## src/logic/turf_defines.svh

```systemverilog
`ifndef TURF_DEFINES_SVH
`define TURF_DEFINES_SVH

// transceiver control bus
`define TURF_ADR_W 14
`define TURF_DAT_W 32

// DRP side of the bridge, one port per lane
`define TURF_DRP_ADR_W 10
`define TURF_DRP_DAT_W 16
`define TURF_NUM_LANES 2

// upper half of the bus space is the DRP window
`define TURF_DRP_WINDOW_BIT 13
// lane select inside the window
`define TURF_LANE_BIT 10

// inbound UDP ports ('Ta', 'Tc', 'Tn', 'Tr', 'Tw')
`define TURF_PORT_TA 16'd21601
`define TURF_PORT_TC 16'd21603
`define TURF_PORT_TN 16'd21614
`define TURF_PORT_TR 16'd21618
`define TURF_PORT_TW 16'd21623

// read/write entry covers 21616 through 21623
`define TURF_MASK_TRW 16'h0007

`endif

```

## src/logic/gt_ctrl_pkg.sv

```systemverilog
`include "turf_defines.svh"

package gt_ctrl_pkg;

    // one bus cycle as seen by the target
    typedef struct packed {
        logic                   cyc;
        logic                   stb;
        logic                   we;
        logic [3:0]             sel;
        logic [`TURF_ADR_W-1:0] adr;
        logic [`TURF_DAT_W-1:0] dat;
    } bus_req_t;

    typedef struct packed {
        logic                   ack;
        logic [`TURF_DAT_W-1:0] dat;
    } bus_rsp_t;

    // status bits, read back zero-extended in the low bits
    typedef struct packed {
        logic [`TURF_NUM_LANES-1:0] rx_block_lock;
        logic                       qpll_lock;
        logic                       powergood;
    } gt_status_t;

    typedef enum logic [1:0] {
        DRP_IDLE,
        DRP_WAIT,
        DRP_DONE
    } drp_state_t;

endpackage

```

## src/logic/udp_route_pkg.sv

```systemverilog
package udp_route_pkg;

    // index into the inbound port table
    // the read/write entry is index 0 and covers both 'Tr' and 'Tw'
    typedef enum logic [2:0] {
        PORT_TRW  = 3'd0,
        PORT_TN   = 3'd1,
        PORT_TC   = 3'd2,
        PORT_TA   = 3'd3,
        PORT_NONE = 3'd7
    } in_port_e;

    // routing decision for one inbound header
    typedef struct packed {
        in_port_e    port;
        // request was sent to 'Tr' exactly
        logic        is_read;
        // source port to use for the reply
        logic [15:0] reply_port;
    } route_t;

endpackage

```

## src/logic/drp_bridge.sv

```systemverilog
`timescale 1ns/1ns
`include "turf_defines.svh"

module drp_bridge (
    input  logic                                       wb_clk_i,
    input  logic                                       reset_i,
    input  gt_ctrl_pkg::bus_req_t                      win_req_i,
    output gt_ctrl_pkg::bus_rsp_t                      win_rsp_o,
    output logic [`TURF_NUM_LANES-1:0]                 drp_en_o,
    output logic                                       drp_we_o,
    output logic [`TURF_DRP_ADR_W-1:0]                 drp_addr_o,
    output logic [`TURF_DRP_DAT_W-1:0]                 drp_di_o,
    input  logic [`TURF_NUM_LANES-1:0]                 drp_rdy_i,
    input  logic [`TURF_NUM_LANES*`TURF_DRP_DAT_W-1:0] drp_do_i
);

    gt_ctrl_pkg::drp_state_t     state;
    logic                        lane_q;
    logic                        ack_q;
    logic [`TURF_DRP_DAT_W-1:0]  rdata_q;

    always_ff @(posedge wb_clk_i) begin
        if (reset_i) begin
            state    <= gt_ctrl_pkg::DRP_IDLE;
            drp_en_o <= '0;
            ack_q    <= 1'b0;
        end else begin
            // enable and ack are both single-cycle pulses
            drp_en_o <= '0;
            ack_q    <= 1'b0;
            case (state)
                gt_ctrl_pkg::DRP_IDLE: begin
                    if (win_req_i.cyc && win_req_i.stb) begin
                        drp_en_o[win_req_i.adr[`TURF_LANE_BIT]] <= 1'b1;
                        state <= gt_ctrl_pkg::DRP_WAIT;
                    end
                end
                gt_ctrl_pkg::DRP_WAIT: begin
                    // only the lane we started on can finish the access
                    if (drp_rdy_i[lane_q]) begin
                        ack_q <= 1'b1;
                        state <= gt_ctrl_pkg::DRP_DONE;
                    end
                end
                gt_ctrl_pkg::DRP_DONE: begin
                    // hold off until the master ends this cycle
                    if (!win_req_i.cyc) begin
                        state <= gt_ctrl_pkg::DRP_IDLE;
                    end
                end
                default: begin
                    state <= gt_ctrl_pkg::DRP_IDLE;
                end
            endcase
        end
    end

    // transaction payload, captured with the enable
    always_ff @(posedge wb_clk_i) begin
        if (state == gt_ctrl_pkg::DRP_IDLE && win_req_i.cyc && win_req_i.stb) begin
            lane_q     <= win_req_i.adr[`TURF_LANE_BIT];
            drp_we_o   <= win_req_i.we;
            drp_addr_o <= win_req_i.adr[`TURF_DRP_ADR_W-1:0];
            drp_di_o   <= win_req_i.dat[`TURF_DRP_DAT_W-1:0];
        end
        if (state == gt_ctrl_pkg::DRP_WAIT && drp_rdy_i[lane_q]) begin
            rdata_q <= drp_do_i[lane_q*`TURF_DRP_DAT_W +: `TURF_DRP_DAT_W];
        end
    end

    assign win_rsp_o.ack = ack_q;
    assign win_rsp_o.dat = {{(`TURF_DAT_W-`TURF_DRP_DAT_W){1'b0}}, rdata_q};

    en_onehot: assert property (
        @(posedge wb_clk_i) disable iff (reset_i)
        $onehot0(drp_en_o)
    ) else $error("DRP enable on more than one lane");

    // a lane never sees a second enable while it is still busy
    en_single_pulse: assert property (
        @(posedge wb_clk_i) disable iff (reset_i)
        (drp_en_o != '0) |=> (drp_en_o == '0)
    ) else $error("DRP enable held longer than one cycle");

endmodule

```

## src/logic/gt_ctrl_regs.sv

```systemverilog
`timescale 1ns/1ns
`include "turf_defines.svh"

module gt_ctrl_regs (
    input  logic                    wb_clk_i,
    input  logic                    reset_i,
    input  gt_ctrl_pkg::bus_req_t   bus_req_i,
    input  gt_ctrl_pkg::bus_rsp_t   drp_rsp_i,
    input  gt_ctrl_pkg::gt_status_t status_i,
    output gt_ctrl_pkg::bus_rsp_t   bus_rsp_o,
    output logic                    gt_rst_o
);

    localparam int STATUS_W = $bits(gt_ctrl_pkg::gt_status_t);

    logic                    in_window;
    logic                    local_sel;
    logic                    local_ack;
    logic                    xcvr_rst;
    gt_ctrl_pkg::gt_status_t status_q;

    // the single window test: keeps the register out of DRP space
    // and picks the response source below
    assign in_window = bus_req_i.adr[`TURF_DRP_WINDOW_BIT];
    assign local_sel = bus_req_i.cyc && bus_req_i.stb && !in_window;

    always_ff @(posedge wb_clk_i) begin
        if (reset_i) begin
            local_ack <= 1'b0;
            xcvr_rst  <= 1'b0;
        end else begin
            // one ack per access, master drops cyc once it sees it
            local_ack <= local_sel && !local_ack;
            if (local_sel && !local_ack && bus_req_i.we && bus_req_i.sel[0]) begin
                xcvr_rst <= bus_req_i.dat[0];
            end
        end
    end

    // status is free-running, a read sees the inputs of the previous cycle
    always_ff @(posedge wb_clk_i) begin
        status_q <= status_i;
    end

    always_comb begin
        if (in_window) begin
            bus_rsp_o = drp_rsp_i;
        end else begin
            bus_rsp_o.ack = local_ack && bus_req_i.cyc;
            bus_rsp_o.dat = {{(`TURF_DAT_W-STATUS_W){1'b0}}, status_q};
        end
    end

    assign gt_rst_o = xcvr_rst;

    // covers the bridge side too, whose ack is registered on the DRP ready
    ack_needs_cyc: assert property (
        @(posedge wb_clk_i) disable iff (reset_i)
        bus_rsp_o.ack |-> bus_req_i.cyc
    ) else $error("bus ack seen without cyc");

endmodule

```

## src/logic/turf_ctrl_top.sv

```systemverilog
`timescale 1ns/1ns
`include "turf_defines.svh"

module turf_ctrl_top (
    input  logic                                       wb_clk_i,
    input  logic                                       reset_i,
    input  gt_ctrl_pkg::bus_req_t                      bus_req_i,
    output gt_ctrl_pkg::bus_rsp_t                      bus_rsp_o,
    input  gt_ctrl_pkg::gt_status_t                    status_i,
    output logic                                       gt_rst_o,
    output logic [`TURF_NUM_LANES-1:0]                 drp_en_o,
    output logic                                       drp_we_o,
    output logic [`TURF_DRP_ADR_W-1:0]                 drp_addr_o,
    output logic [`TURF_DRP_DAT_W-1:0]                 drp_di_o,
    input  logic [`TURF_NUM_LANES-1:0]                 drp_rdy_i,
    input  logic [`TURF_NUM_LANES*`TURF_DRP_DAT_W-1:0] drp_do_i,
    input  logic                                       hdr_valid_i,
    input  logic [15:0]                                hdr_dest_i,
    output logic                                       route_valid_o,
    output udp_route_pkg::route_t                      route_o
);

    gt_ctrl_pkg::bus_req_t win_req;
    gt_ctrl_pkg::bus_rsp_t win_rsp;

    // bridge only sees cycles in the upper half
    always_comb begin
        win_req     = bus_req_i;
        win_req.cyc = bus_req_i.cyc && bus_req_i.adr[`TURF_DRP_WINDOW_BIT];
        win_req.stb = bus_req_i.stb && bus_req_i.adr[`TURF_DRP_WINDOW_BIT];
    end

    gt_ctrl_regs u_regs (
        .wb_clk_i  (wb_clk_i),
        .reset_i   (reset_i),
        .bus_req_i (bus_req_i),
        .drp_rsp_i (win_rsp),
        .status_i  (status_i),
        .bus_rsp_o (bus_rsp_o),
        .gt_rst_o  (gt_rst_o)
    );

    drp_bridge u_drp (
        .wb_clk_i   (wb_clk_i),
        .reset_i    (reset_i),
        .win_req_i  (win_req),
        .win_rsp_o  (win_rsp),
        .drp_en_o   (drp_en_o),
        .drp_we_o   (drp_we_o),
        .drp_addr_o (drp_addr_o),
        .drp_di_o   (drp_di_o),
        .drp_rdy_i  (drp_rdy_i),
        .drp_do_i   (drp_do_i)
    );

    udp_port_classifier u_classify (
        .wb_clk_i      (wb_clk_i),
        .reset_i       (reset_i),
        .hdr_valid_i   (hdr_valid_i),
        .hdr_dest_i    (hdr_dest_i),
        .route_valid_o (route_valid_o),
        .route_o       (route_o)
    );

endmodule

```

## src/logic/udp_port_classifier.sv

```systemverilog
`timescale 1ns/1ns
`include "turf_defines.svh"

module udp_port_classifier (
    input  logic                  wb_clk_i,
    input  logic                  reset_i,
    input  logic                  hdr_valid_i,
    input  logic [15:0]           hdr_dest_i,
    output logic                  route_valid_o,
    output udp_route_pkg::route_t route_o
);

    localparam int NUM_IN = 4;

    // inbound table in index order, masked bits are don't-care
    localparam logic [15:0] PORT_TAB [NUM_IN] = '{
        `TURF_PORT_TR, `TURF_PORT_TN, `TURF_PORT_TC, `TURF_PORT_TA
    };
    localparam logic [15:0] MASK_TAB [NUM_IN] = '{
        `TURF_MASK_TRW, 16'h0000, 16'h0000, 16'h0000
    };

    udp_route_pkg::route_t route_d;

    always_comb begin
        route_d.port       = udp_route_pkg::PORT_NONE;
        route_d.reply_port = '0;
        // walk downward so the lowest matching index wins
        for (int i = NUM_IN - 1; i >= 0; i--) begin
            if ((hdr_dest_i & ~MASK_TAB[i]) == (PORT_TAB[i] & ~MASK_TAB[i])) begin
                route_d.port       = udp_route_pkg::in_port_e'(i);
                route_d.reply_port = PORT_TAB[i];
            end
        end
        route_d.is_read = (hdr_dest_i == `TURF_PORT_TR);
        // reads answer from 'Tr', everything else in the range from 'Tw'
        if (route_d.port == udp_route_pkg::PORT_TRW) begin
            route_d.reply_port = route_d.is_read ? `TURF_PORT_TR : `TURF_PORT_TW;
        end
    end

    always_ff @(posedge wb_clk_i) begin
        if (reset_i) begin
            route_valid_o <= 1'b0;
        end else begin
            route_valid_o <= hdr_valid_i;
        end
    end

    // one result per header, a new one may be taken every cycle
    always_ff @(posedge wb_clk_i) begin
        if (hdr_valid_i) begin
            route_o <= route_d;
        end
    end

    valid_follows_hdr: assert property (
        @(posedge wb_clk_i) disable iff (reset_i)
        route_valid_o |-> $past(hdr_valid_i)
    ) else $error("route strobe without a header the cycle before");

endmodule

```

## config.mk

```make
export PLATFORM = sky130hd
export DESIGN_NAME = turf_ctrl_top
export DESIGN_NICKNAME = d
export VERILOG_FILES = /design/src/logic/gt_ctrl_pkg.sv /design/src/logic/udp_route_pkg.sv /design/src/logic/drp_bridge.sv /design/src/logic/gt_ctrl_regs.sv /design/src/logic/turf_ctrl_top.sv /design/src/logic/udp_port_classifier.sv
export VERILOG_INCLUDE_DIRS = /design/src /design/src/logic
export SDC_FILE = /design/constraint.sdc
export NUM_CORES = 1
export LEC_CHECK = 0
export BUFFER_PORTS_ARGS = -buffer_cell sky130_fd_sc_hd__buf_2
export CORE_ASPECT_RATIO = 1.1
export CORE_MARGIN = 2
export CORE_UTILIZATION = 32
export DETAILED_ROUTE_END_ITERATION = 7
export PLACE_DENSITY = 0.73
export SYNTH_ARGS = -nofsm -noshare
export SYNTH_HDL_FRONTEND = slang
export SYNTH_SLANG_ARGS = --single-unit
```

## constraint.sdc

```tcl
create_clock -name wb_clk_i -period 2.1 [get_ports wb_clk_i]
set_input_delay 0 -clock wb_clk_i [delete_from_list [all_inputs] [get_ports wb_clk_i]]
set_output_delay 0 -clock wb_clk_i [all_outputs]
set_load 0.05 [all_outputs]
```

==> results by group, run 1 <==
Global route
  • First-pass GRT wire length: 10000 um
  • Vias in the first global route: 2131
  • Initial antenna violation count: 0
  • Largest net degree at the start of global routing: 28
  • GRT Residual Overflow: 0
  • All-Layer GR Usage: 0.141

Timing
  • Maximum clock rate: 548 MHz
  • Final worst slack: 0.275 ns
  • Final hold violations: 0
  • Final Setup Violations: 0
  • Final setup TNS: 0 ns
  • Slew Viols, Final: 0
  • Clock skew: 0.0100 ns
  • RSZ-0062 raised after global routing: no
  • Tcrit/Tclk final: 0.869
  • Min Tclk post-route: 1.83 ns

Yosys
  • Post-Synth Adder-Cell Area: 0
  • Post-synth cell types: 32
  • Mapped Cells: 178
  • Post-synthesis cell area: 0.00270 mm^2
  • Post-synth EDFFs: 54
  • Simple-Gate Fraction of Synth Area: 0.104
  • Register area share after synthesis: 0.691
  • Synth Register Bits: 66
  • Syn avg cell area: 15.1 um^2
  • Largest family of logic cells by synthesized area: simple AND/OR/NAND/NOR gates
  • Ys async rst share: 0
  • Synth Area in XOR/XNOR: 0
  • Synth warn: 0
  • Main synth FF type: edfxtp_1
  • Mux contribution to synthesized area: 0.0910
  • Synth Area in Compound Gates: 0.0260

Route
  • Vias post-DR: 2143
  • Routed Antenna Nets: 0
  • Routed length per instance: 13.0 um
  • Initial DRC count: 35
  • DR pass1 iterations: 4
  • Number of remaining DRC errors: 0
  • DRT Wirelength: 6750 um
  • Drt via density: 4.14

Floorplanning
  • Die Y: 100 um
  • Die area: 0.00917 mm^2
  • Core area: 0.00828 mm^2
  • I/O pin count: 194
  • Initial Util: 0.326
  • Die width: 91.5 um
  • Num rows: 35

Clock network
  • Clk buf depth: 2
  • Number of clock buffers inserted by TritonCTS: 9
  • Root Driver: clkbuf_8
  • H-tree Lvls: 3
  • CTS tree: yes
  • CTS Sinks: 66
  • Post-CTS setup buffers: 0
  • Cts hold-fix bufs: 70
  • Cts repair resizes: 0
  • Clk_lat worst skew: 0.33 ns
  • CTS clk-pin slew, worst paths: 0.08 ns

Final layout
  • Nets: 512
  • Fill cells: 709
  • Layout cells sized above 1: 0.479
  • Layout area overhead: 62.9%
  • ANT cells: 0

Worst setup path
  • Crit path launch type: flip-flop
  • Setup crit end kind: flip-flop
  • Critical Path AT: 1.91 ns
  • CP required: 2.18 ns
  • Crit path kind: reg2reg
  • CP startpoint: u_drp.lane_q
  • Critical path fanouts, max: 16
  • R2r startpoint: u_drp.lane_q

Min path
  • Hold Crit Start: drp_rdy_i[0]
  • Hold Crit Class: in2reg

Power and ir drop
  • Sw frac: 0.263
  • Internal power: 0.00237 W
  • Pwr Density: 733 mW/mm^2
  • Clk pwr share: 0.371
  • Net Switching: 0.000848 W
  • Sequential share of power: 0.456
  • LEAKAGE: 1.91 nW
  • Worst VDD drop: 0.321 mV
  • Combinational Power Share: 0.174

Placed design
  • Routability cong.: 0.656
  • Port Buf Inserts: 150
  • Place WS: 0.537 ns
  • Detail Placement HPWL: 4280 um

Outcome
  • Run status: finished, final reports clean

Run
  • Max-Cap Viols: 0
[flip-flops by register name, summed over array words and instances (netlist names), 2 cells and up]
signal / count
u_classify.route_o: 10
u_regs.status_q: 4
u_drp.rdata_q: 16
u_drp.drp_di_o: 16
u_drp.drp_en_o: 2
u_drp.state: 2
u_drp.drp_addr_o: 10
[final cells by class]
class                   instances  area [um^2]  share of cell area
multi-input cells              99          677               0.154
flip-flops and latches         66         1860               0.424
inverters                       3         11.3             0.00256
repair buffers                223         1470               0.336
well taps                     111          139              0.0316
clock buffers                  10          138              0.0313
clock inverters                 6         90.1              0.0205
[power by group through the flow]
stage	combinational (W)	clock, W	sequential, W
global route	0.000589	0.00129	0.00147
detailed placement	0.000450	0	0.00150
global placement	0.000444	0	0.00150
CTS	0.000555	0.00123	0.00147
finish	0.000559	0.00119	0.00147
floorplan	0.000253	0	0.00159
[metal layers]
layer	vias to the layer above	wire, um	GRT usage
met5	-	0	0
met4	0	131	0.0676
met3	12	418	0.0353
met2	91	3650	0.254
met1	997	2540	0.155
li1	1043	-	-
[worst paths after layout]
path,to,cells after the start,slack (ns)
setup / recovery,u_drp.rdata_q[2],3,0.27
hold / removal,u_drp.state[0],4,0.03
setup reg to reg,u_drp.rdata_q[2],3,0.27
hold reg to reg,u_regs.gt_rst_o,2,0.49
[worst max-delay path, stage by stage, from the launching register on]
cell and delay (ns):
edfxtp_1 0.38, buf_4 0.25, mux2_2 0.38, dlygate4sd3_1 0.56
[cells by family after synthesis]
logic type             Yosys count
flip-flops                      66
other                            1
AO/OA/AOI/OAI                   12
AND/OR/NAND/NOR                 43
buffers and inverters           34
multiplexers                    22
[cells in the mapped netlist, types with 2 or more instances]
library cell	n	area share
nor2_1	4	0.0056
mux2i_1	2	0.0074
nand2_1	3	0.0042
nor2b_1	4	0.0093
nor3b_1	3	0.0084
mux2_2	20	0.084
nand2b_1	3	0.0070
buf_2	2	0.0037
o21ai_0	3	0.0056
nor3_1	2	0.0037
a21o_1	2	0.0056
nand3_1	2	0.0037
clkbuf_1	2	0.0028
edfxtp_1	54	0.60
and4bb_2	2	0.0093
buf_4	26	0.072
and2_1	12	0.028
inv_1	3	0.0042
dfxtp_1	12	0.089
a21oi_1	5	0.0093
[metrics by stage]
stage               power (W)  instances  area, um^2  utilization  hold slack, ns
floorplan             0.00184        199        2770            -          0.0277
global placement      0.00194        432        3460        0.418           0.103
detailed placement    0.00195        432        3460        0.418           0.104
CTS                   0.00325        518        4390        0.530         0.00111
global route          0.00334        518        4390        0.530          0.0267
finish                0.00322        518        4390        0.530          0.0282
[cells in the final DEF, fill, tap and decap left out, types with 4 or more instances in the layout]
| master | n |
|---|---|
| mux2_2 | 20 |
| edfxtp_1 | 54 |
| nor2_1 | 4 |
| clkbuf_8 | 10 |
| and2_1 | 12 |
| nor2b_1 | 4 |
| dfxtp_1 | 12 |
| buf_2 | 150 |
| a21oi_1 | 5 |
| conb_1 | 22 |
| dlygate4sd3_1 | 70 |
(Power assumes the default switching activity.)
==> run 2: changes to the inputs <==
Settings changed: CORE_MARGIN 2 to not set, MAX_ROUTING_LAYER set to met4.
==> results by group, run 2 (synthesis results as in run 1) <==
Worst setup path
  • CP required: 2.19 ns
  • Reg2reg setup slack: 0.29 ns
  • Setup crit end kind: flip-flop
  • Critical path fanouts, max: 16
  • Crit path launch type: flip-flop
  • Critical Path AT: 1.89 ns
  • Crit path kind: reg2reg

Clock network
  • CTS tree: yes
  • Clk_lat worst skew: 0.33 ns
  • CTS Sinks: 66
  • CTS clk-pin slew, worst paths: 0.07 ns
  • Clk buf depth: 2
  • H-tree Lvls: 3
  • Root Driver: clkbuf_8
  • Post-CTS setup buffers: 0
  • Number of clock buffers inserted by TritonCTS: 9

Timing
  • Final Setup Violations: 0
  • Tcrit/Tclk final: 0.861
  • Maximum clock rate: 553 MHz
  • RSZ-0062 raised after global routing: no
  • Slew Viols, Final: 0
  • Min Tclk post-route: 1.81 ns
  • Final worst slack: 0.291 ns
  • Final hold violations: 0
  • Final setup TNS: 0 ns
  • Clock skew: 0.00453 ns

Final layout
  • ANT cells: 0
  • Seq. cell area: 0.00186 mm^2
  • Footprint of the multi-input gates: 677 um^2
  • Commonest cells after routing, fill and taps aside: 150 x buf_2, 71 x dlygate4sd3_1, 54 x edfxtp_1
  • Layout cells sized above 1: 0.475
  • Nets: 513
  • Layout area overhead: 63.7%
  • Most common cell after layout, fill and taps aside: buf_2
  • Largest regs: u_drp.drp_di_o (16), u_drp.rdata_q (16)
  • Fill cells: 669

Floorplanning
  • Core area: 0.00804 mm^2
  • Die Y: 98.3 um
  • Initial Util: 0.335
  • Die width: 89.5 um
  • Num rows: 34
  • I/O pin count: 194
  • Die area: 0.00879 mm^2

Global route
  • Initial antenna violation count: 0
  • First-pass GRT wire length: 9890 um
  • All-Layer GR Usage: 0.157
  • Largest net degree at the start of global routing: 28
  • Vias in the first global route: 2178
  • GRT Residual Overflow: 0

Route
  • DR pass1 iterations: 4
  • Routed Antenna Nets: 0
  • Drt via density: 4.23
  • Vias post-DR: 2181
  • DRT Wirelength: 6600 um
  • Number of remaining DRC errors: 0
  • Routed length per instance: 12.8 um
  • Initial DRC count: 60

Power and ir drop
  • LEAKAGE: 1.92 nW
  • Pwr Density: 750 mW/mm^2
  • Worst VDD drop: 0.457 mV

Run
  • Max-Cap Viols: 0

Placed design
  • Place WS: 0.433 ns
  • Port Buf Inserts: 150
  • Detail Placement HPWL: 4380 um
  • Routability cong.: 0.669

Min path
  • Hold Crit Class: in2reg

Outcome
  • Run status: finished, final reports clean
[run 2: changes by cell type in the layout (fill, tap and decap cells not counted), sizes merged]
cell	delta
bufinv	+1
clkinv	-1
dlygate4sd3	+1
[run 2: metal layers]
| metal | vias up | wire length, um | part of all wire | global-route usage |
|---|---|---|---|---|
| met3 | 9 | 492 | 0.075 | 0.0490 |
| met2 | 104 | 3540 | 0.54 | 0.278 |
| met5 | - | 0 | 0 | - |
| met1 | 1024 | 2490 | 0.38 | 0.159 |
| met4 | 0 | 81 | 0.012 | 0.0574 |
| li1 | 1044 | - | - | - |
[run 2: through the flow]
| step | cells | utilization | hold WS [ns] | total power [W] | instance area, um^2 |
|---|---|---|---|---|---|
| finish | 516 | 0.549 | 0.0228 | 0.00331 | 4410 |
| floorplan | 199 | - | 0.0277 | 0.00184 | 2770 |
| global placement | 429 | 0.430 | 0.104 | 0.00194 | 3460 |
| global route | 516 | 0.549 | 0.0301 | 0.00345 | 4410 |
| CTS | 516 | 0.549 | 0.00378 | 0.00335 | 4410 |
| detailed placement | 429 | 0.430 | 0.104 | 0.00195 | 3460 |
[run 2: path summary, 6_finish.rpt]
kind / from / to / cells after the start
setup / recovery: u_drp.lane_q / u_drp.rdata_q[15] / 3
hold reg to reg: u_regs.gt_rst_o / u_regs.gt_rst_o / 2
hold / removal: drp_rdy_i[1] / u_drp.state[0] / 4
setup reg to reg: u_drp.lane_q / u_drp.rdata_q[15] / 3
[run 2: worst max-delay path, cell delays in order (launching register included)]
cell and delay [ns]:
edfxtp_1 0.38, buf_4 0.25, mux2_2 0.37, dlygate4sd3_1 0.56
[run 2: report_power, final]
group          switching, W  internal (W)
Sequential        0.0000109       0.00146
Combinational      0.000346      0.000213
Clock              0.000490      0.000793
Total              0.000847       0.00246
[run 2: layout make-up]
| class | count | area share |
|---|---|---|
| multi-input combinational | 99 | 0.153 |
| tap | 108 | 0.0306 |
| inverter | 3 | 0.00255 |
| timing repair buffer | 224 | 0.336 |
| clock inverter | 6 | 0.0261 |
| clock buffer | 10 | 0.0289 |
| sequential | 66 | 0.422 |
[run 2: repair_timing]
action / in CTS / in global routing
hold buffers: 71 / 0
resized for setup: 0 / 0
endpoints found under the hold margin: 58 / 0
